## src/rtl/dbg_params.svh

```systemverilog
// Debug subsystem parameters
`ifndef DBG_PARAMS_SVH
`define DBG_PARAMS_SVH

// Data and address widths
`define DBG_DATA_W 32
`define DBG_ADDR_W 32

// Word SRAM, byte addresses 0x0000 to 0x0FFF
`define DBG_MEM_WORDS 1024
`define DBG_MEM_AW 10

// Scratch registers above the SRAM
`define DBG_SCRATCH0_ADDR 32'h0000_1000
`define DBG_SCRATCH1_ADDR 32'h0000_1004
`define DBG_SCRATCH2_ADDR 32'h0000_1008

// UART bit time in clock cycles
`define DBG_CLKS_PER_BIT 16

`endif

```

## src/rtl/dbg_bus_pkg.sv

```systemverilog
// Memory and AXI4-Lite bus types
package dbg_bus_pkg;

  `include "dbg_params.svh"

  // Word-addressed memory request
  typedef struct packed {
    logic [`DBG_ADDR_W-3:0]   addr;
    logic                     we;
    logic [`DBG_DATA_W-1:0]   wdata;
    logic [`DBG_DATA_W/8-1:0] be;
  } mem_req_t;

  typedef struct packed {
    logic [`DBG_DATA_W-1:0] rdata;
    logic                   err;
  } mem_rsp_t;

  // AXI4-Lite response codes
  localparam logic [1:0] AXIL_OKAY   = 2'b00;
  localparam logic [1:0] AXIL_SLVERR = 2'b10;

  typedef struct packed {
    logic [`DBG_ADDR_W-1:0] addr;
  } axil_aw_t;

  typedef struct packed {
    logic [`DBG_DATA_W-1:0]   data;
    logic [`DBG_DATA_W/8-1:0] strb;
  } axil_w_t;

  typedef struct packed {
    logic [`DBG_ADDR_W-1:0] addr;
  } axil_ar_t;

  typedef struct packed {
    logic [1:0] resp;
  } axil_b_t;

  typedef struct packed {
    logic [`DBG_DATA_W-1:0] data;
    logic [1:0]             resp;
  } axil_r_t;

endpackage

```

## src/rtl/axil_mem_port.sv

```systemverilog
// AXI4-Lite to memory request port
`timescale 1ns/10ps

module axil_mem_port
  import dbg_bus_pkg::*;
(
  input  logic     clk,
  input  logic     arst_n_i,
  input  axil_aw_t aw_i,
  input  logic     aw_valid_i,
  output logic     aw_ready_o,
  input  axil_w_t  w_i,
  input  logic     w_valid_i,
  output logic     w_ready_o,
  output axil_b_t  b_o,
  output logic     b_valid_o,
  input  logic     b_ready_i,
  input  axil_ar_t ar_i,
  input  logic     ar_valid_i,
  output logic     ar_ready_o,
  output axil_r_t  r_o,
  output logic     r_valid_o,
  input  logic     r_ready_i,
  output mem_req_t req_o,
  output logic     req_valid_o,
  input  logic     gnt_i,
  input  mem_rsp_t rsp_i,
  input  logic     rsp_valid_i
);

  typedef enum logic [1:0] {AX_IDLE, AX_REQ, AX_WAIT, AX_RESP} ax_state_e;

  ax_state_e   state_q;
  logic        is_wr_q;
  logic [1:0]  resp_q;
  logic [31:0] rdata_q;
  mem_req_t    req_q;
  logic        wr_go;
  logic        rd_go;

  // Write needs AW and W together and takes precedence over AR
  assign wr_go      = (state_q == AX_IDLE) & aw_valid_i & w_valid_i;
  assign rd_go      = (state_q == AX_IDLE) & ar_valid_i & ~wr_go;
  assign aw_ready_o = wr_go;
  assign w_ready_o  = wr_go;
  assign ar_ready_o = rd_go;

  assign req_o       = req_q;
  assign req_valid_o = state_q == AX_REQ;
  assign b_valid_o   = (state_q == AX_RESP) & is_wr_q;
  assign r_valid_o   = (state_q == AX_RESP) & ~is_wr_q;
  assign b_o         = '{resp: resp_q};
  assign r_o         = '{data: rdata_q, resp: resp_q};

  always_ff @(posedge clk) begin
    if (wr_go) req_q <= '{addr: aw_i.addr[31:2], we: 1'b1, wdata: w_i.data, be: w_i.strb};
    else if (rd_go) req_q <= '{addr: ar_i.addr[31:2], we: 1'b0, wdata: '0, be: '0};
    if (state_q == AX_WAIT && rsp_valid_i) rdata_q <= rsp_i.rdata;
  end

  always_ff @(posedge clk or negedge arst_n_i) begin
    if (!arst_n_i) begin
      state_q <= AX_IDLE;
      is_wr_q <= 1'b0;
      resp_q  <= AXIL_OKAY;
    end else begin
      case (state_q)
        AX_IDLE: begin
          if (wr_go || rd_go) begin
            is_wr_q <= wr_go;
            state_q <= AX_REQ;
          end
        end
        AX_REQ: if (gnt_i) state_q <= AX_WAIT;
        AX_WAIT: begin
          if (rsp_valid_i) begin
            resp_q  <= rsp_i.err ? AXIL_SLVERR : AXIL_OKAY;
            state_q <= AX_RESP;
          end
        end
        default: if (is_wr_q ? b_ready_i : r_ready_i) state_q <= AX_IDLE;
      endcase
    end
  end

endmodule

```

## config.mk

```make
export PLATFORM = sky130hd
export DESIGN_NAME = axil_mem_port
export DESIGN_NICKNAME = d
export VERILOG_FILES = /design/src/rtl/dbg_bus_pkg.sv /design/src/rtl/axil_mem_port.sv
export VERILOG_INCLUDE_DIRS = /design/src /design/src/rtl
export SDC_FILE = /design/constraint.sdc
export NUM_CORES = 1
export LEC_CHECK = 0
export ABC_AREA = 1
export BUFFER_PORTS_ARGS = -buffer_cell sky130_fd_sc_hd__buf_2
export CAP_MARGIN = 15
export CORE_MARGIN = 2
export CORE_UTILIZATION = 42
export CTS_CLUSTER_DIAMETER = 40
export CTS_CLUSTER_SIZE = 20
export DETAILED_ROUTE_END_ITERATION = 7
export GPL_ROUTABILITY_DRIVEN = 0
export GPL_TIMING_DRIVEN = 0
export PLACE_DENSITY = 0.84
export SETUP_SLACK_MARGIN = 0.5
export SKIP_CTS_REPAIR_TIMING = 1
export SYNTH_ARGS = -nofsm -noshare
export SYNTH_HDL_FRONTEND = slang
export SYNTH_SLANG_ARGS = --single-unit
```

## constraint.sdc

```tcl
create_clock -name clk -period 3.5 [get_ports clk]
set_clock_uncertainty 0.05 [all_clocks]
set_input_delay 0.175 -clock clk [delete_from_list [all_inputs] [get_ports clk]]
set_output_delay 0.175 -clock clk [all_outputs]
set_load 0.02 [all_outputs]
```

==> metrics.sh <==
RUN_STATUS='completed'
GRTUSAGEMET3_PCT=5.314
CRIT_PATH_MAX_FANOUT=66
DIODES=0
R2R_SLACK_NS=1.01
FINAL-HOLD-VIOLATION-COUNT=0
FLOORPLAN.DIE.WIDTH_UM=101.3
WORSTSKEWPAIRLATENCY_NS=0.36
HP-START='ar_i[4]'
SYNTHESIS.AREA_UM2=3976
GLOBALROUTEOVERFLOWTOTAL=0
POWER.STATIC_LEAKAGE_nW=2.910
GRT.MET1_USAGE_PCT=20.37
REMAINING_DRC_ERRORS=0
TIMING.MAX_CAP.VIOLATIONS=0
WORST_PATH_BUFS_INVS=3
DPL-INSTANCE-AREA_UM2=5348
CTS.ROOT.BUFFER_CELL='sky130_fd_sc_hd__clkbuf_8'
TOTALPOWERFINAL_mW=3.987
CLOCK_POWER_SHARE_PCT=17.3
GRT_MAX_DEGREE=67
NUM-NETS-FINAL=713
P_SW_SHARE_PCT=36.93
WORSTHOLDPATHCELLS=2
FINALSETUPVIOLATIONS=0
CRITPATHREQUIREDTIME_NS=3.44
NUMBER_OF_VIOLATIONS_REPORTED_AT_THE_END_OF_DETAILED_ROUTING_ITERATION_0=113
DRT-VIAS-PER-INSTANCE=4.696
DP.FINAL_HPWL_UM=7730
SETUP_TOTAL_NEGATIVE_SLACK_NS=0
VIAS_IN_THE_FIRST_GLOBAL_ROUTE=2960
DRTPASS1ITERATIONS=4
WORST-SLEW-PIN-TRANSITION_NS=0.8746
REG2REGPATHDEPTH=6
PORT-BUFFER-COUNT=244
NUMBER_OF_SYNTHESIZED_REGISTER_BITS=103
POSTROUTEWIRELENGTH_UM=11450
SEQ_AREA_FRAC_SYNTH_PCT=77.03
MET2_USAGE_PCT=34.34
SHARE_SEQ_OF_TOTAL_POWER_PCT=47.2
CTS_NUM_SINKS=103
ANTENNA_FOUND_INITIAL=0
FINALMAXSLEWVIOLATIONS=0
DIE_AREA_UM2=10260
SYNTH_TOP_AREA_SHARE_PCT=74.01
FINALINSTANCEAREA_UM2=5894
MOST-COMMON-LAYOUT-CELLS='248 x sky130_fd_sc_hd__buf_2, 98 x sky130_fd_sc_hd__edfxtp_1, 50 x sky130_fd_sc_hd__inv_1'
IR_WORST_VDD_mV=0.3853
WORSTPATHCELLLIST='inv_1 -> ha_1 -> nand3_2 -> buf_2 -> buf_6 -> nand2_4'
TRITONCTS='built'
CP-START-KIND='register'
REG2REG_FROM='state_q[0]'
PWR_DENSITY_CELL_nW_PER_UM2=676.4
MINIMUM_PERIOD_IMPLIED_BY_THE_FINAL_WORST_SETUP_SLACK_NS=2.487
OVERALL_DIE_HEIGHT_UM=101.3
YOSYSWARNINGS=0
COMB_POWER_SHARE_PCT=35.5
CRIT_SLOWEST_CELL='sky130_fd_sc_hd__nand2_4'
CRITICAL-PATH-TOP-DELAY-FAMILY='simple AND/OR/NAND/NOR gates'
MAXIMUM_SINGLE_STAGE_DELAY_ON_THE_CRITICAL_PATH_NS=0.61
FMAX_MHz=402.0
CTS_MADE_BUFFERS=9
CLK_PATH_BUF_DEPTH=2
CLOCK_TREE.HTREE_LEVEL_COUNT=3
ROUTE.ANTENNA.REMAINING_NETS=0
MOSTFREQUENTLAYOUTCELL='sky130_fd_sc_hd__buf_2'
FIRST_PASS_GRT_WIRE_LENGTH_UM=14380
SYNTHDOMINANTAREACELLTYPE='sky130_fd_sc_hd__edfxtp_1'
GRT_SETUP_UNREPAIRED='false'
TOP_USAGE_LAYER='met2'
FINAL_LAYOUT_SIZE_SUFFIX_GT1_SHARE_PCT=48.68
GRT_USAGE_PCT=18.65
WORST_SETUP_HOLD_PATH_CLK_SLEW_NS=0.11
YOSYS.CELL_TYPES.COUNT=19
PIN_COUNT=251
NETSWITCHINGPOWER_mW=1.472
POWER_REPORT.INTERNAL_TOTAL_mW=2.515
DRT-WIRELENGTH-PER-CELL_UM=16.84
TIMING.HOLD.WS_NS=0.03780
MIN_PATH_TYPE='in -> reg'
DR_TOTAL_VIAS=3193
KIND_OF_END_POINT_OF_THE_CRITICAL_PATH='register'
PLACEMENT_ROWS=35
SETUP.WORST_PATH.CLASS='reg -> reg'
SYNTH.AREA.TOP_CELLS='sky130_fd_sc_hd__edfxtp_1 74%, sky130_fd_sc_hd__a22o_1 6.6%, sky130_fd_sc_hd__inv_1 4.7%'
AREA.GROWTH.SYNTH_TO_FINAL_PCT=48.24
MIN_DELAY_WORST_ENDPOINT='req_o[39]'
DESIGN.CORE.AREA_UM2=9196
SLEW-LIMIT-HEADROOM_PCT=41.70
POST_SYNTH.CELL_AREA_AVG_UM2=14.51
REG2REG_TO='req_o[21]'
FINALCRITPERIODSHARE_PCT=71.07
SYNTH_INSTANCES=274
FLOORPLAN.INITIALDENSITY_PCT=43.24
CRITPATHARRIVALTIME_NS=2.42
## synth_stat cells (all sizes together)
library cell	count
nand3	3
dfxtp	1
dfrtp	4
edfxtp	98
ha	6
conb	1
inv	52
nand4	2
o22ai	1
clkbuf	2
buf	12
a22o	30
nor2	40
nand2	22
## how the worst max path moves through the flow
stage                          start   endpoint  slack (ns)  cells past startpoint
after global routing      state_q[0]  req_o[16]        0.80                      6
after CTS                 state_q[0]  req_o[22]        0.95                      6
after floorplan           state_q[0]   req_o[0]        1.14                      6
after detailed placement  state_q[0]  req_o[50]        0.99                      6
after global placement    state_q[0]  req_o[47]        0.55                      6
final                     state_q[0]  req_o[21]        1.01                      6
## registers in the layout, summed over array words and instances, names as in the netlist
signal   cells
rdata_q     32
req_o       67
is_wr_q      1
state_q      2
b_o          1
## cell type report
type                       instances  area (µm²)
buffer                            14       102.6
clock buffer                       9       123.9
clock inverter                     6       55.05
fill                             694        3302
inverter                          52       195.2
multi-input combinational        106       626.9
sequential                       103        3063
tap                              111       138.9
timing repair buffer             279        1589
## logic make-up after synthesis
group | count (synthesis) | share of synthesized area, %
compound gates | 31 | 6.765
fa+ha+maj | 6 | 1.888
buf+inv | 66 | 7.489
flops | 103 | 77.03
other cells | 1 | 0.09431
simple gates | 67 | 6.734
## power groups by stage
stage / clock network, mW / registers (mW) / logic, mW
floorplan: 0 / 2.26 / 0.498
global placement: 0 / 1.90 / 1.33
detailed placement: 0 / 1.90 / 1.37
CTS: 0.697 / 1.88 / 1.37
global route: 0.745 / 1.91 / 1.53
finish: 0.689 / 1.88 / 1.42
## metal layers
layer / vias up / part of all wire, %
met5: - / 0
met3: 24 / 7.1
met4: 0 / 2.7
met2: 157 / 54
li1: 1511 / -
met1: 1501 / 36
## stage by stage
stage	setup WS (ns)	cells	util [%]
floorplan	1.135	275	-
CTS	0.9497	645	60.10
global placement	0.5471	630	58.10
detailed placement	0.9895	630	58.15
global route	0.7975	680	64.10
finish	1.013	680	64.10
(Power assumes the default switching activity.)
