`src/rtl/dbg_params.svh`:
```
// Debug subsystem parameters
`ifndef DBG_PARAMS_SVH
`define DBG_PARAMS_SVH

// Data and address widths
`define DBG_DATA_W 32
`define DBG_ADDR_W 32

// Word SRAM, byte addresses 0x0000 to 0x0FFF
`define DBG_MEM_WORDS 1024
`define DBG_MEM_AW 10

// Scratch registers above the SRAM
`define DBG_SCRATCH0_ADDR 32'h0000_1000
`define DBG_SCRATCH1_ADDR 32'h0000_1004
`define DBG_SCRATCH2_ADDR 32'h0000_1008

// UART bit time in clock cycles
`define DBG_CLKS_PER_BIT 16

`endif

```
`src/rtl/dbg_bus_pkg.sv`:
```
// Memory and AXI4-Lite bus types
package dbg_bus_pkg;

  `include "dbg_params.svh"

  // Word-addressed memory request
  typedef struct packed {
    logic [`DBG_ADDR_W-3:0]   addr;
    logic                     we;
    logic [`DBG_DATA_W-1:0]   wdata;
    logic [`DBG_DATA_W/8-1:0] be;
  } mem_req_t;

  typedef struct packed {
    logic [`DBG_DATA_W-1:0] rdata;
    logic                   err;
  } mem_rsp_t;

  // AXI4-Lite response codes
  localparam logic [1:0] AXIL_OKAY   = 2'b00;
  localparam logic [1:0] AXIL_SLVERR = 2'b10;

  typedef struct packed {
    logic [`DBG_ADDR_W-1:0] addr;
  } axil_aw_t;

  typedef struct packed {
    logic [`DBG_DATA_W-1:0]   data;
    logic [`DBG_DATA_W/8-1:0] strb;
  } axil_w_t;

  typedef struct packed {
    logic [`DBG_ADDR_W-1:0] addr;
  } axil_ar_t;

  typedef struct packed {
    logic [1:0] resp;
  } axil_b_t;

  typedef struct packed {
    logic [`DBG_DATA_W-1:0] data;
    logic [1:0]             resp;
  } axil_r_t;

endpackage

```
`src/rtl/dbg_proto_pkg.sv`:
```
// UART debug protocol types
package dbg_proto_pkg;

  // Command and reply byte codes
  typedef enum logic [7:0] {
    CMD_EOT   = 8'h04,
    CMD_ACK   = 8'h06,
    CMD_READ  = 8'h11,
    CMD_WRITE = 8'h12,
    CMD_EXEC  = 8'h13,
    CMD_EOC   = 8'h14
  } dbg_cmd_e;

  typedef enum logic [2:0] {
    ST_IDLE, ST_ADDR, ST_LEN, ST_DATA,
    ST_MEM_REQ, ST_MEM_WAIT, ST_SEND, ST_EOC_DATA
  } dbg_state_e;

endpackage

```
`src/rtl/uart_debug_server.sv`:
```
// UART debug command server
`timescale 1ns/10ps
`include "dbg_params.svh"

module uart_debug_server
  import dbg_bus_pkg::*;
  import dbg_proto_pkg::*;
(
  input  logic                   clk,
  input  logic                   arst_n_i,
  input  logic [7:0]             rx_byte_i,
  input  logic                   rx_valid_i,
  output logic [7:0]             tx_byte_o,
  output logic                   tx_valid_o,
  input  logic                   tx_ready_i,
  output mem_req_t               req_o,
  output logic                   req_valid_o,
  input  logic                   gnt_i,
  input  mem_rsp_t               rsp_i,
  input  logic                   rsp_valid_i,
  input  logic                   eoc_i,
  input  logic [`DBG_DATA_W-1:0] eoc_code_i
);

  localparam logic [`DBG_ADDR_W-1:0] SCR0 = `DBG_SCRATCH0_ADDR;
  localparam logic [`DBG_ADDR_W-1:0] SCR1 = `DBG_SCRATCH1_ADDR;
  localparam logic [`DBG_ADDR_W-1:0] SCR2 = `DBG_SCRATCH2_ADDR;

  dbg_state_e             state_q;
  dbg_state_e             ret_q;
  dbg_cmd_e               cmd_q;
  logic [2:0]             cnt_q;
  logic [1:0]             step_q;
  logic [7:0]             tx_byte_q;
  logic [63:0]            addr_q;
  logic [31:0]            len_q;
  logic [7:0]             wdata_q;
  logic                   eoc_pend_q;
  logic [`DBG_DATA_W-1:0] eoc_code_q;

  assign tx_byte_o   = tx_byte_q;
  assign tx_valid_o  = state_q == ST_SEND;
  assign req_valid_o = state_q == ST_MEM_REQ;

  // Byte access for read and write, full word stores for exec
  always_comb begin
    req_o = '0;
    if (cmd_q == CMD_EXEC) begin
      req_o.we = 1'b1;
      req_o.be = '1;
      case (step_q)
        2'd0: begin
          req_o.addr  = SCR0[`DBG_ADDR_W-1:2];
          req_o.wdata = addr_q[31:0];
        end
        2'd1: begin
          req_o.addr  = SCR1[`DBG_ADDR_W-1:2];
          req_o.wdata = addr_q[63:32];
        end
        default: begin
          req_o.addr  = SCR2[`DBG_ADDR_W-1:2];
          req_o.wdata = 32'd2;
        end
      endcase
    end else begin
      req_o.addr  = addr_q[`DBG_ADDR_W-1:2];
      req_o.we    = cmd_q == CMD_WRITE;
      req_o.be    = 4'b0001 << addr_q[1:0];
      req_o.wdata = {4{wdata_q}};
    end
  end

  always_ff @(posedge clk or negedge arst_n_i) begin
    if (!arst_n_i) begin
      state_q    <= ST_IDLE;
      ret_q      <= ST_IDLE;
      cmd_q      <= CMD_ACK;
      cnt_q      <= '0;
      step_q     <= '0;
      tx_byte_q  <= '0;
      addr_q     <= '0;
      len_q      <= '0;
      wdata_q    <= '0;
      eoc_pend_q <= 1'b0;
      eoc_code_q <= '0;
    end else begin
      case (state_q)
        ST_IDLE: begin
          cnt_q  <= '0;
          step_q <= '0;
          if (eoc_pend_q) begin
            eoc_pend_q <= 1'b0;
            tx_byte_q  <= CMD_EOC;
            ret_q      <= ST_EOC_DATA;
            state_q    <= ST_SEND;
          end else if (rx_valid_i) begin
            case (rx_byte_i)
              CMD_ACK: begin
                tx_byte_q <= CMD_ACK;
                ret_q     <= ST_IDLE;
                state_q   <= ST_SEND;
              end
              CMD_READ, CMD_WRITE, CMD_EXEC: begin
                cmd_q   <= dbg_cmd_e'(rx_byte_i);
                state_q <= ST_ADDR;
              end
              default: state_q <= ST_IDLE;
            endcase
          end
        end
        ST_ADDR: begin
          if (rx_valid_i) begin
            addr_q[8*cnt_q +: 8] <= rx_byte_i;
            cnt_q                <= cnt_q + 1'b1;
            if (cnt_q == 3'd7) state_q <= (cmd_q == CMD_EXEC) ? ST_MEM_REQ : ST_LEN;
          end
        end
        ST_LEN: begin
          if (rx_valid_i) begin
            // Upper length bytes are ignored
            if (!cnt_q[2]) len_q[8*cnt_q[1:0] +: 8] <= rx_byte_i;
            cnt_q <= cnt_q + 1'b1;
            if (cnt_q == 3'd7) begin
              tx_byte_q <= CMD_ACK;
              ret_q     <= ST_DATA;
              state_q   <= ST_SEND;
            end
          end
        end
        ST_DATA: begin
          if (len_q == '0) begin
            tx_byte_q <= CMD_EOT;
            ret_q     <= ST_IDLE;
            state_q   <= ST_SEND;
          end else if (cmd_q != CMD_WRITE) begin
            state_q <= ST_MEM_REQ;
          end else if (rx_valid_i) begin
            wdata_q <= rx_byte_i;
            state_q <= ST_MEM_REQ;
          end
        end
        ST_MEM_REQ: begin
          if (gnt_i) state_q <= ST_MEM_WAIT;
        end
        ST_MEM_WAIT: begin
          if (rsp_valid_i) begin
            if (cmd_q == CMD_EXEC) begin
              step_q  <= step_q + 1'b1;
              state_q <= ST_MEM_REQ;
              if (step_q == 2'd2) begin
                tx_byte_q <= CMD_ACK;
                ret_q     <= ST_IDLE;
                state_q   <= ST_SEND;
              end
            end else begin
              addr_q[31:0] <= addr_q[31:0] + 1'b1;
              len_q        <= len_q - 1'b1;
              state_q      <= ST_DATA;
              if (cmd_q == CMD_READ) begin
                // Pick the byte lane of the current address
                tx_byte_q <= rsp_i.rdata[8*addr_q[1:0] +: 8];
                ret_q     <= ST_DATA;
                state_q   <= ST_SEND;
              end
            end
          end
        end
        ST_SEND: begin
          if (tx_ready_i) state_q <= ret_q;
        end
        ST_EOC_DATA: begin
          tx_byte_q <= eoc_code_q[8*cnt_q[1:0] +: 8];
          cnt_q     <= (cnt_q == 3'd3) ? 3'd0 : cnt_q + 1'b1;
          ret_q     <= (cnt_q == 3'd3) ? ST_IDLE : ST_EOC_DATA;
          state_q   <= ST_SEND;
        end
        default: state_q <= ST_IDLE;
      endcase
      // A new end of computation wins over the clear above
      if (eoc_i) begin
        eoc_pend_q <= 1'b1;
        eoc_code_q <= eoc_code_i;
      end
    end
  end

endmodule

```
`config.mk`:
```
export PLATFORM = sky130hd
export DESIGN_NAME = uart_debug_server
export DESIGN_NICKNAME = d
export VERILOG_FILES = /design/src/rtl/dbg_bus_pkg.sv /design/src/rtl/dbg_proto_pkg.sv /design/src/rtl/uart_debug_server.sv
export VERILOG_INCLUDE_DIRS = /design/src /design/src/rtl
export SDC_FILE = /design/constraint.sdc
export NUM_CORES = 1
export LEC_CHECK = 0
export ABC_AREA = 1
export BUFFER_PORTS_ARGS = -buffer_cell sky130_fd_sc_hd__buf_2
export CORE_ASPECT_RATIO = 0.5
export CORE_MARGIN = 5
export CORE_UTILIZATION = 45
export DETAILED_ROUTE_END_ITERATION = 12
export PLACE_DENSITY = 0.71
export SYNTH_ARGS = -nofsm -noshare
export SYNTH_HDL_FRONTEND = slang
export SYNTH_SLANG_ARGS = --single-unit
```
`constraint.sdc`:
```
create_clock -name clk -period 2.4 [get_ports clk]
set_input_delay 0.12 -clock clk [delete_from_list [all_inputs] [get_ports clk]]
set_output_delay 0.12 -clock clk [all_outputs]
set_load 0.01 [all_outputs]
```
==> out/qor.csv <==
metric,value,unit
final hold violation count,0,
worst setup margin,0.0256,ns
Sum Neg Setup Slack,0,ns
Pre-antenna DRT Iters,6,
clk_lat worst skew,0.45,ns
slew margin rel.,53.2,%
fin util,55.5,%
post-synthesis sequential area ratio,37.1,%
largest net degree at the start of global routing,70,
# rows,40,
DRT iter0 DRCs,1365,
Placement Setup Slack,0.249,ns
GRT overflow,0,
Vias,12000,
library cells used by synthesis,37,
CTS H-tree lvls,4,
"Cell Area, Placed",12200,um^2
cell taking the most area after synthesis,dfrtp_1,
worst-path maximum fanout,16,
skew final,0.0148,ns
HPWL Detailed,28500,um
die area,27900,um^2
Die Ht,121,um
RSZ-0062 raised after global routing,yes,
"Slew Viols, Final",0,
overall power,12.9,mW
critical path capture point type,primary output,
total track usage,27.4,%
Worst Path Arrival,2.25,ns
power per cell area,972,nW/um^2
die width,231,um
DR WL/cell,17.3,um
"top cells by area, synth","dfrtp_1 37%, nand2_1 21%, nand3_1 8.2%",
Longest Clk Path Bufs,2,
Setup Crit Path Kind,reg2out,
number of synthesized flops with an enable pin,0,
share of cells above drive strength 1,14.6,%
fmax,0.421,GHz
YS warnings,0,
first-pass GRT wire length,60200,um
clock buffer count from CTS,17,
Finish-stage setup viols,0,
Total Nets Final,1992,
Residual DRC,0,
starting density of the core,45.8,%
CP startpoint kind,flop,
post-synth top area share,36.6,%
VDD IR max,0.000590,V
I/O Buffers,155,
vias per cell,5.42,
design area,13300,um^2
CTS root buffer,clkbuf_16,
synthesized area,11000,um^2
max_cap viols,0,
Tcrit/Tclk final,98.9,%
initial antenna violation count,0,
Final ANT Viol Nets,0,
clock-pin slew on the worst setup and hold paths,0.07,ns
worst slew pin tran,0.702,ns
Syn Area/Cell,6.48,um^2
synth-to-layout area growth,21.2,%
"Top FF cell, synth",dfrtp_1,
WL final,38400,um
CTS tree,yes,
post-synthesis instance total,1697,
syn_nets,1797,
status,finished clean,
Core Region,24000,um^2
leakage power,6.69,nW
routability cong.,1.00,
post-synthesis async set-or-reset flop share,100,%
vias in the first global route,11100,
HP Class,in2reg,
n_diodes,0,
Clock Sinks,163,
IO Pins,157,
Worst EP required,2.28,ns
#FFs+latches synth,163,
"Min Clock Period, post-route",2.37,ns
[Yosys cell counts, types with 2 or more instances]
cell type  instances
a21boi_0           4
a21oi_1           25
a21oi_2            3
and2_1             2
buf_1              2
buf_2             16
buf_6              9
clkbuf_1          35
clkinv_1           2
dfrtp_1          161
dfstp_2            2
ha_1              20
inv_1            148
inv_2              8
nand2_1          609
nand2_2            4
nand3_1          180
nand3_2            2
nand3b_1           3
nand4_1           13
nor2_1           199
nor2_2             7
nor2_4             3
nor3_1            20
o211ai_1          35
o21ai_0          148
o22ai_1            5
o31ai_1            5
or2_2              5
xnor2_1            3
xor2_1            13
[worst max-delay path, stage by stage (launching register included)]
cell	delay, ns
dfstp_2	0.53
inv_1	0.05
nand2_2	0.08
nor2_2	0.05
nand2_2	0.13
clkinvlp_4	0.17
buf_4	0.20
clkbuf_16	0.18
or2_2	0.27
buf_2	0.14
[metrics by stage]
| step | instances | hold WS [ns] |
|---|---|---|
| final | 2220 | 0.0628 |
| after global routing | 2220 | 0.0967 |
| after CTS | 2215 | 0.0435 |
| after detailed placement | 2149 | 0.176 |
| after global placement | 2149 | 0.175 |
| after floorplan | 1697 | -0.176 |
[power by group]
group | internal, mW | total (mW) | leakage, nW | switching [mW]
clock | 1.73 | 2.94 | 0.294 | 1.21
combinational | 1.93 | 6.19 | 4.29 | 4.25
sequential | 3.30 | 3.82 | 2.11 | 0.521
total | 6.96 | 12.9 | 6.69 | 5.99
[layout make-up]
| class | count | area, um^2 |
|---|---|---|
| Timing Repair Buffer | 238 | 1610 |
| Clock inverter | 10 | 148 |
| Multi-Input combinational cell | 1314 | 6020 |
| Sequential cell | 163 | 4080 |
| Tap cell | 315 | 394 |
| Fill cell | 2383 | 10700 |
| Clock buffer | 22 | 474 |
| Inverter | 158 | 598 |
[state kept, by name, indices dropped and copies added (netlist names), 2 cells and up]
name        cells
addr_q         64
cmd_q           8
cnt_q           3
eoc_code_q     32
len_q          32
ret_q           2
state_q         3
step_q          2
tx_byte_o       8
wdata_q         8
[logic make-up after synthesis]
group	after synthesis	synth area share [%]
adders and majority gates	20	2.28
AOI/OAI and AO/OA	230	11.8
and+or+nand+nor	1048	39.2
xor gates and xnor gates	16	1.27
DFF	163	37.1
buffers and inverters	220	8.31
[what timing repair did]
action / in CTS / in global routing
hold buffers: 33 / 0
buffers inserted: 1 / 1
endpoints found under the setup margin: 4 / 28
hold endpoints to repair: 97 / 0
gates resized for setup: 1 / 10
pin swaps: 1 / 3
gates cloned: 0 / 4
[layer usage]
metal | share of wire, % | up-vias | GRT usage [%]
met4 | 2.9 | 0 | 8.83
met5 | 0 | - | 0
met3 | 8.6 | 78 | 6.83
met1 | 45 | 5580 | 38.3
met2 | 43 | 528 | 42.1
li1 | - | 5849 | -
[final timing paths]
path | startpoint | to | slack (ns) | cells past startpoint
worst max-delay path | cmd_q[2]$_DFFE_PN1P_ | req_o[1] | 0.03 | 9
worst min-delay path | rx_byte_i[0] | len_q[16]$_DFFE_PN0P_ | 0.06 | 5
worst max register to register | cmd_q[2]$_DFFE_PN1P_ | addr_q[18]$_DFFE_PN0P_ | 0.17 | 12
worst min register to register | cmd_q[2]$_DFFE_PN1P_ | cmd_q[2]$_DFFE_PN1P_ | 0.46 | 2
max in group asynchronous | arst_n_i | addr_q[29]$_DFFE_PN0P_ | 1.39 | 3
min in group asynchronous | arst_n_i | eoc_code_q[25]$_DFFE_PN0P_ | 0.25 | 2
[cell usage in the layout (no fill, tap or decap), types with 4 or more instances in the layout]
cell type and count:
nand4_1 13, ha_1 20, o211ai_1 35, or2_2 5, clkinvlp_4 4, nand2_2 6, o22ai_1 5, nand3_1 180
a21boi_0 4, buf_12 5, buf_2 154, xor2_1 13, dlygate4sd3_1 33, o31ai_1 5, nor2_2 8, inv_1 147
nand2_1 606, nor3_1 19, o21ai_0 148, dfrtp_1 161, a21oi_1 25, clkbuf_16 20, nor2_1 198, inv_2 8
buf_4 41
No activity file was read; power rests on OpenSTA's default activity.
