$ cat src/rtl/dbg_params.svh
// Debug subsystem parameters
`ifndef DBG_PARAMS_SVH
`define DBG_PARAMS_SVH

// Data and address widths
`define DBG_DATA_W 32
`define DBG_ADDR_W 32

// Word SRAM, byte addresses 0x0000 to 0x0FFF
`define DBG_MEM_WORDS 1024
`define DBG_MEM_AW 10

// Scratch registers above the SRAM
`define DBG_SCRATCH0_ADDR 32'h0000_1000
`define DBG_SCRATCH1_ADDR 32'h0000_1004
`define DBG_SCRATCH2_ADDR 32'h0000_1008

// UART bit time in clock cycles
`define DBG_CLKS_PER_BIT 16

`endif

$ cat src/rtl/dbg_bus_pkg.sv
// Memory and AXI4-Lite bus types
package dbg_bus_pkg;

  `include "dbg_params.svh"

  // Word-addressed memory request
  typedef struct packed {
    logic [`DBG_ADDR_W-3:0]   addr;
    logic                     we;
    logic [`DBG_DATA_W-1:0]   wdata;
    logic [`DBG_DATA_W/8-1:0] be;
  } mem_req_t;

  typedef struct packed {
    logic [`DBG_DATA_W-1:0] rdata;
    logic                   err;
  } mem_rsp_t;

  // AXI4-Lite response codes
  localparam logic [1:0] AXIL_OKAY   = 2'b00;
  localparam logic [1:0] AXIL_SLVERR = 2'b10;

  typedef struct packed {
    logic [`DBG_ADDR_W-1:0] addr;
  } axil_aw_t;

  typedef struct packed {
    logic [`DBG_DATA_W-1:0]   data;
    logic [`DBG_DATA_W/8-1:0] strb;
  } axil_w_t;

  typedef struct packed {
    logic [`DBG_ADDR_W-1:0] addr;
  } axil_ar_t;

  typedef struct packed {
    logic [1:0] resp;
  } axil_b_t;

  typedef struct packed {
    logic [`DBG_DATA_W-1:0] data;
    logic [1:0]             resp;
  } axil_r_t;

endpackage

$ cat src/rtl/mem_arbiter.sv
// Two-way round-robin memory arbiter
`timescale 1ns/10ps

module mem_arbiter
  import dbg_bus_pkg::*;
(
  input  logic     clk,
  input  logic     arst_n_i,
  input  mem_req_t dbg_req_i,
  input  logic     dbg_req_valid_i,
  output logic     dbg_gnt_o,
  output mem_rsp_t dbg_rsp_o,
  output logic     dbg_rsp_valid_o,
  input  mem_req_t bus_req_i,
  input  logic     bus_req_valid_i,
  output logic     bus_gnt_o,
  output mem_rsp_t bus_rsp_o,
  output logic     bus_rsp_valid_o,
  output mem_req_t mem_req_o,
  output logic     mem_req_valid_o,
  input  mem_rsp_t mem_rsp_i
);

  // Set when the bus side wins the next tie
  logic prio_bus_q;
  logic pick_bus;
  logic gnt_q;
  logic gnt_bus_q;

  assign pick_bus        = bus_req_valid_i & (~dbg_req_valid_i | prio_bus_q);
  assign mem_req_valid_o = dbg_req_valid_i | bus_req_valid_i;
  assign mem_req_o       = pick_bus ? bus_req_i : dbg_req_i;
  assign dbg_gnt_o       = dbg_req_valid_i & ~pick_bus;
  assign bus_gnt_o       = pick_bus;

  // Response comes one cycle after the grant
  assign dbg_rsp_o       = mem_rsp_i;
  assign bus_rsp_o       = mem_rsp_i;
  assign dbg_rsp_valid_o = gnt_q & ~gnt_bus_q;
  assign bus_rsp_valid_o = gnt_q & gnt_bus_q;

  always_ff @(posedge clk or negedge arst_n_i) begin
    if (!arst_n_i) begin
      prio_bus_q <= 1'b0;
      gnt_q      <= 1'b0;
      gnt_bus_q  <= 1'b0;
    end else begin
      gnt_q     <= mem_req_valid_o;
      gnt_bus_q <= pick_bus;
      if (mem_req_valid_o) prio_bus_q <= ~pick_bus;
    end
  end

endmodule

$ cat config.mk
export PLATFORM = sky130hd
export DESIGN_NAME = mem_arbiter
export DESIGN_NICKNAME = d
export VERILOG_FILES = /design/src/rtl/dbg_bus_pkg.sv /design/src/rtl/mem_arbiter.sv
export VERILOG_INCLUDE_DIRS = /design/src /design/src/rtl
export SDC_FILE = /design/constraint.sdc
export NUM_CORES = 1
export LEC_CHECK = 0
export ABC_AREA = 0
export BUFFER_PORTS_ARGS = -buffer_cell sky130_fd_sc_hd__buf_2
export CAP_MARGIN = 40
export CORE_AREA = 2 2 119 121
export CTS_CLUSTER_DIAMETER = 150
export DETAILED_ROUTE_END_ITERATION = 7
export DIE_AREA = 0 0 121 123
export PLACE_DENSITY_LB_ADDON = 0.08
export SYNTH_ARGS = -nofsm -noshare
export SYNTH_HDL_FRONTEND = slang
export SYNTH_SLANG_ARGS = --single-unit
$ cat constraint.sdc
create_clock -name clk -period 1.3 [get_ports clk]
set_input_delay 0.195 -clock clk [delete_from_list [all_inputs] [get_ports clk]]
set_output_delay 0.195 -clock clk [all_outputs]
set_load 0.02 [all_outputs]
==> results, run 1 <==
- The total power per unit cell area is 706 nW/µm².
- The net count after synthesis is 323.
- The final critical path takes up 140% of the cycle.
- Ranked by instance count, the synthesized netlist is headed by sky130_fd_sc_hd__buf_4, sky130_fd_sc_hd__mux2_2, sky130_fd_sc_hd__mux2_1.
- Summed over all cells, the static leakage comes to 1.41 nW.
- Clock-pin slew was measured on the worst setup and hold paths at 0.03 ns.
- The number of buffers on the longest clock path is 2.
- The routed layout has 1643 vias.
- The maximum number of pins on one net before global-route repair is 50.
- The average instance in the mapped netlist occupies 9.51 µm².
- The number of slew-limit violations in the final report is 0.
- The main flop type after synthesis is sky130_fd_sc_hd__dfrtp_1.
- Summed over all failing endpoints, the final setup total negative slack is -33.48 ns.
- Measured along the y axis, the die boundary spans 123 µm.
- The proportion of layout cells with a drive suffix above 1 is 96.4%.
- Max-cap violations in this run came to 0.
- The CTS root buffer is sky130_fd_sc_hd__clkbuf_16.
- In the post-synthesis netlist, the cell with the most instances is sky130_fd_sc_hd__buf_4.
- The final reports fail on setup timing.
- The number of detailed-route iterations in the first pass is 4.
- The power after layout is 0.00181 W.
- The DRC violation count after routing is 0.
- In this run the number of H-tree levels came out at 1.
- After global routing, the most crowded layer is met2.
- In the post-synthesis netlist, the biggest area contributors are sky130_fd_sc_hd__mux2_2, sky130_fd_sc_hd__buf_4, sky130_fd_sc_hd__mux2_1.
- The number of global-route vias before repair was 1634.
- The repair_antennas step left the layout with diodes totalling 0.
- The net count reported at finish is 479.
- The number of clock buffers inserted by TritonCTS is 3.
- In the synthesized netlist, the number of instances is 152.
- The count of routing violations after the opening detailed-route iteration is 12.
- The count of buffers inserted at the top-level ports is 209.
- During I/O placement, the number of pins put on the boundary was 309.
- The run finished, with violations left.
- The count of nets left with antenna violations once routing finished came out at 0.
- The area of the placeable core is 13600 µm².
- Wires add up to 5960 µm.
- Counting the fill cells in the layout gives 1569.
- After global routing the overflow that remains totals 0.
- The achievable frequency is 549 MHz.
- The critical path capture point type is an output port.
- The global routing usage on met2 is 13.9%.
- The count of flip-flops with a built-in enable after synthesis is 0.
- The largest clock skew in the final design is 0.0000966 ns.
- The number of register bits inferred by synthesis is 3.
- At the pin with the least slew margin, the transition time is 0.162 ns.
- The cell accounting for the most synthesized area is sky130_fd_sc_hd__mux2_2.
- The worst pin sits at a relative slew slack of 89.2%.
- The global router's overall resource usage is 6.58%.
- The global routing met3 resource utilization is 2.81%.
- The final worst-path setup slack is -0.521 ns.
- The cell area after technology mapping is 1450 µm².
- IR analysis of the VDD net gives a maximum drop of 272 µV.
- Setup violations remaining at the end of the flow were counted as 68.
- The initial antenna violation count is 0.
- Registers take 75.1 µm².
- The routed design could run at a clock period as short as 1.82 ns.
- Setup repair after global routing could not meet its margin everywhere.
- The first global-routing pass estimated 7760 µm of wire.
- Routability-driven placement finished with a final weighted congestion of 0.684.
- The die covers 14900 µm².
- STA classifies the critical path startpoint as a register.
- The clock net in this run drives a total of 3 sinks.
- The worst path required time is 1.11 ns.
- The multi-input combinational cells in the finished layout cover a total of 890 µm².
- The number of rows created at floorplan is 43.
- Of the synthesized area, sequential elements account for 5.19%.
- The worst-skew pair later-pin latency is 0.22 ns.
- Once detailed placement completed, the half-perimeter wirelength came to 5030 µm.
- The initial cell density of the core is 10.6%.
- From synthesis to final layout, the design area changed by 77.5%.
- The number of library cell types mapped by synthesis is 13.
- The path class of the tightest hold or removal check is primary input to register.
- The arrival time at the worst endpoint is 1.63 ns.
- The mean number of vias per cell is 3.37.
- The share of synthesized area in the top cell type comes to 37.4%.
- The floorplan step set the die width to 121 µm.
- The highest fanout seen on the critical path is 25.
- By startpoint and endpoint, the worst setup path is classified as register to output port.
- The clock tree from TritonCTS is yes.
- The number of synthesis warnings is 0.
- The met1 track demand over resource is 5.59%.
- In the final routed layout, each cell accounts on average for 12.2 µm.
- The final count of hold timing violations came to 0.
- The async set-or-reset flop fraction in the synthesized netlist is 100%.
[through the flow]
stage	cells	util [%]	instance area (µm²)	hold WS [ns]	setup slack, ns
after detailed placement	476	17.0	2310	0.00233	-0.318
after global routing	487	18.8	2560	0.240	-0.580
final	487	18.8	2560	0.223	-0.521
after floorplan	152	-	1520	-0.101	-0.134
after global placement	476	17.0	2310	0.00419	-0.285
after CTS	483	18.2	2480	0.222	-0.561
[cells by family after synthesis]
family | synth area share [%]
AO/OA/AOI/OAI | 1.82
buffers and inverters | 39.2
flip-flops | 5.19
multiplexers | 52.2
AND/OR/NAND/NOR | 1.56
[what timing repair did]
action	in CTS	in global routing
cloned	0	2
hold buffers	1	0
setup endpoints to repair	68	68
hold endpoints to repair	3	0
setup buffers	2	2
resized for setup	19	13
[area by class of cell]
cell class,instances,share of cell area [%]
Clock buffer,4,3.07
Sequential cell,3,2.93
Tap cell,180,8.78
Timing Repair Buffer,224,50.2
Inverter,2,0.293
Multi-Input combinational cell,74,34.7
[power by group]
| group | total (W) | switching (W) | internal (W) |
|---|---|---|---|
| registers | 0.000111 | 0.00000775 | 0.000103 |
| clock network | 0.000485 | 0.0000810 | 0.000404 |
| logic | 0.00122 | 0.000568 | 0.000647 |
[layer usage]
layer  part of all wire, %  wire length (µm)
met5                     0                 0
met4                  0.49                29
met3                    15               868
met2                    56              3310
met1                    29              1750
[path summary, 6_finish.rpt]
| check | cells after the start | end | start | slack, ns |
|---|---|---|---|---|
| setup / recovery | 5 | mem_req_o[66] | prio_bus_q | -0.52 |
| hold / removal | 2 | prio_bus_q | bus_req_valid_i | 0.22 |
| setup reg to reg | 5 | gnt_bus_q | prio_bus_q | 0.20 |
| hold reg to reg | 2 | prio_bus_q | prio_bus_q | 0.63 |
| max in group asynchronous | 2 | gnt_q | arst_n_i | 0.88 |
| min in group asynchronous | 2 | prio_bus_q | arst_n_i | 0.30 |
[registers in the layout, summed over array words and instances, names as in the netlist]
register and count:
prio_bus_q 1, gnt_bus_q 1, gnt_q 1
[worst max-delay path, stage by stage, from the launching register on]
cell                      delay (ns)
sky130_fd_sc_hd__dfrtp_1        0.40
sky130_fd_sc_hd__o21ai_4        0.15
sky130_fd_sc_hd__buf_4          0.14
sky130_fd_sc_hd__buf_12         0.17
sky130_fd_sc_hd__mux2_2         0.36
sky130_fd_sc_hd__buf_2          0.16
[cell usage in the layout, fill, tap and decap left out, drive strengths merged]
master / count
a21oi: 2
and2: 1
buf: 222
clkbuf: 5
dfrtp: 3
dlygate4sd3: 1
inv: 2
mux2: 67
nor2: 1
nor2b: 1
o21ai: 1
or2: 1
No activity file was read; power rests on OpenSTA's default activity.
==> run 2, diff against run 1 <==
==> constraint.sdc (replaced) <==
create_clock -name clk -period 1.9 [get_ports clk]
set_input_delay 0.285 -clock clk [delete_from_list [all_inputs] [get_ports clk]]
set_output_delay 0.285 -clock clk [all_outputs]
set_load 0.02 [all_outputs]
==> results, run 2 (same netlist as run 1, synthesis figures left out) <==
- The flow ran to the end, but the final reports show violations.
- The final reports fail on setup timing.
- The global router's overall resource usage is 6.68%.
- The net switching power figure is 0.000452 W.
- The net count reported at finish is 476.
- The number of slew-limit violations in the final report is 0.
- In the post-route analysis, the smallest setup slack over all paths is -0.0382 ns.
- At the later pin of the worst-skew pair, clock insertion delay measures 0.22 ns.
- Summing all non-filler instances in the final layout gives an area of 2570 µm².
- In the layout the commonest cells are sky130_fd_sc_hd__buf_2, sky130_fd_sc_hd__mux2_2, sky130_fd_sc_hd__mux2_1.
- Entering global routing, the biggest net connects 22 pins.
- The setup slack at placement is 0.147 ns.
- The hold-critical path depth is 2.
- Counting the buffers created by CTS gives 3.
- After clock tree synthesis, the clock-pin slew on the worst setup and hold paths is 0.03 ns.
- STA classifies the critical path startpoint as a register.
- The final count of hold timing violations came to 0.
- The total number of vias is 1576.
- The ratio of final minimum period to clock period is 102%.
- The count of routing violations after the opening detailed-route iteration is 9.
- In this run the remaining antenna-violating nets after routing total 0.
- The area growth from synthesis to layout is 77.6%.
- The min-delay analysis places its worst path in the category primary input to register.
- The sink count of the clock tree is 3.
- The initial antenna violation count is 0.
- The transition at the pin with the smallest max-transition slack is 0.159 ns.
- Leaving out fill and tap cells, the most frequent cell in the layout is sky130_fd_sc_hd__buf_2.
- The first global-routing pass estimated 7710 µm of wire.
- From bottom edge to top edge, the die measures 123 µm.
- Subtracting the final worst setup slack from the clock period gives 1.94 ns.
- The half-perimeter wire length after placement is 4530 µm.
- The DRC violation count after routing is 0.
- The worst setup slack for register-to-register paths is 0.70 ns.
- The worst IR drop on VDD is 222 µV.
- The number of ports placed on the die boundary is 309.
- The worst slew margin relative to its limit is 89.4%.
- Setup repair after global routing could not meet its margin everywhere.
- The power share of the clock group is 26.9%.
- For the worst flop-to-flop path, the logic depth is 5.
- The total grt overflow is 0.
- The number of rows created at floorplan is 43.
- The total setup violations reported at the end of the flow is 40.
- The number of antenna diodes in the final layout is 0.
- In this run the most critical hold path is launched from bus_req_valid_i.
- In the final layout, the registers with the most flip-flops are gnt_bus_q: 1 flops, gnt_q: 1 flops, prio_bus_q: 1 flops.
- The share of total power dissipated in combinational logic is 66.9%.
- The end of the worst hold path is prio_bus_q.
- The region available for standard cell placement spans 13600 µm².
- The mean number of vias per cell is 3.26.
- Across the routed clock network, the largest skew measured is 0.00340 ns.
- For this run, the detailed router's first-pass iteration total came to 3.
- The die is 121 µm wide.
- In this run the tool buffered the top-level ports with 209 buffer cells.
- For this run, the top clock speed supported by timing is 516 MHz.
- At the worst endpoint, the required time is 1.62 ns.
- Of the cells placed in the final design, the portion with a size suffix greater than 1 is 90.8%.
- In this run the number of H-tree levels came out at 1.
- The max-cap violation count is 0.
- The die outline area is 14900 µm².
- The arrival time at the worst endpoint is 1.65 ns.
- In this run the critical register-to-register path is launched from prio_bus_q.
- The number of global-route vias before repair is 1546.
- The completed layout was analyzed and its total power is 0.00123 W.
- In this run the worst path has a maximum fanout of 21.
- The area of placed instances is 2200 µm².
- Of the total power, registers draw 6.2%.
- The leakage power of the design is 1.37 nW.
- The switching power as a share of total power is 36.7%.
- Hold timing on the final database bottoms out at a slack of 0.316 ns.
- The internal power of the cells totals 0.000781 W.
- The clock tree from TritonCTS is yes.
- The number of buffers on the longest clock path is 2.
- Summed over all layers, the routed wires come to 5880 µm.
- The classification of the worst setup path is register to output port.
- The final estimated routing congestion in global placement is 0.678.
- After detailed routing, the average wire length per cell comes to 12.1 µm.
- In this run the critical register-to-register path is captured at gnt_bus_q.
- The critical path capture point type is an output port.
- The total power per unit cell area is 481 nW/µm².
- CTS placed an instance of sky130_fd_sc_hd__clkbuf_16 at the clock tree root.
- The initial cell density of the core is 10.6%.
run 2: changes by cell type in the layout (fill, tap and decap cells not counted), moves of 2 or more:
cell / previous run / this run
sky130_fd_sc_hd__mux2_2: 44 / 40
sky130_fd_sc_hd__mux2_1: 0 / 18
sky130_fd_sc_hd__mux2_4: 23 / 9
sky130_fd_sc_hd__buf_6: 4 / 8
sky130_fd_sc_hd__buf_16: 0 / 5
sky130_fd_sc_hd__buf_4: 25 / 5
sky130_fd_sc_hd__buf_2: 189 / 199
sky130_fd_sc_hd__buf_12: 3 / 1
run 2: stage by stage:
step	cells	setup TNS, ns	util, %
after floorplan	152	0	-
after global placement	470	0	16.1
after detailed placement	470	0	16.1
after CTS	481	-1.23	17.9
after global routing	484	-4.39	18.9
final	484	-0.812	18.9
run 2: cell type report:
| type | count | area (µm²) |
|---|---|---|
| inverters | 2 | 7.51 |
| well taps | 180 | 225 |
| flip-flops and latches | 3 | 76.3 |
| repair buffers | 221 | 1340 |
| clock buffers | 4 | 78.8 |
| multi-input cells | 74 | 837 |
| fillers | 1540 | 11000 |
run 2: worst max-delay path, cell delays in order (launching register included):
cell                      delay [ns]
sky130_fd_sc_hd__dfrtp_2        0.42
sky130_fd_sc_hd__o21ai_4        0.17
sky130_fd_sc_hd__buf_12         0.15
sky130_fd_sc_hd__buf_16         0.17
sky130_fd_sc_hd__mux2_2         0.35
sky130_fd_sc_hd__buf_2          0.16
run 2: how the worst max path moves through the flow:
stage,startpoint,endpoint,slack (ns),depth (start not counted)
floorplan,prio_bus_q,mem_req_o[47],0.33,4
global placement,dbg_req_valid_i,mem_req_o[66],0.15,6
detailed placement,dbg_req_valid_i,mem_req_o[2],0.15,6
CTS,prio_bus_q,mem_req_o[2],-0.06,5
global route,prio_bus_q,mem_req_o[49],-0.10,5
finish,prio_bus_q,mem_req_o[42],-0.04,5
run 2: layer usage:
layer  global-route usage [%]  part of all wire, %  vias up
li1                         -                    -      759
met1                     6.70                   31      685
met2                     12.8                   55      108
met3                     1.71                   11       24
met4                     3.13                  3.3        0
met5                        0                    0        -
run 2: power groups by stage:
stage | Combinational (W) | Sequential (W) | Clock, W
2_1_floorplan | 0.000624 | 0.0000761 | 0
3_3_place_gp | 0.000707 | 0.0000777 | 0
3_5_place_dp | 0.000703 | 0.0000774 | 0
4_1_cts | 0.000789 | 0.0000762 | 0.000337
5_1_grt | 0.000886 | 0.0000768 | 0.000346
6_report | 0.000825 | 0.0000764 | 0.000332
run 2: what timing repair did:
action	in CTS	in global routing
buffers inserted	3	1
hold endpoints to repair	3	0
pin swaps	0	0
resized for setup	13	20
gates cloned	3	2
endpoints found under the setup margin	62	67
hold buffers	1	0
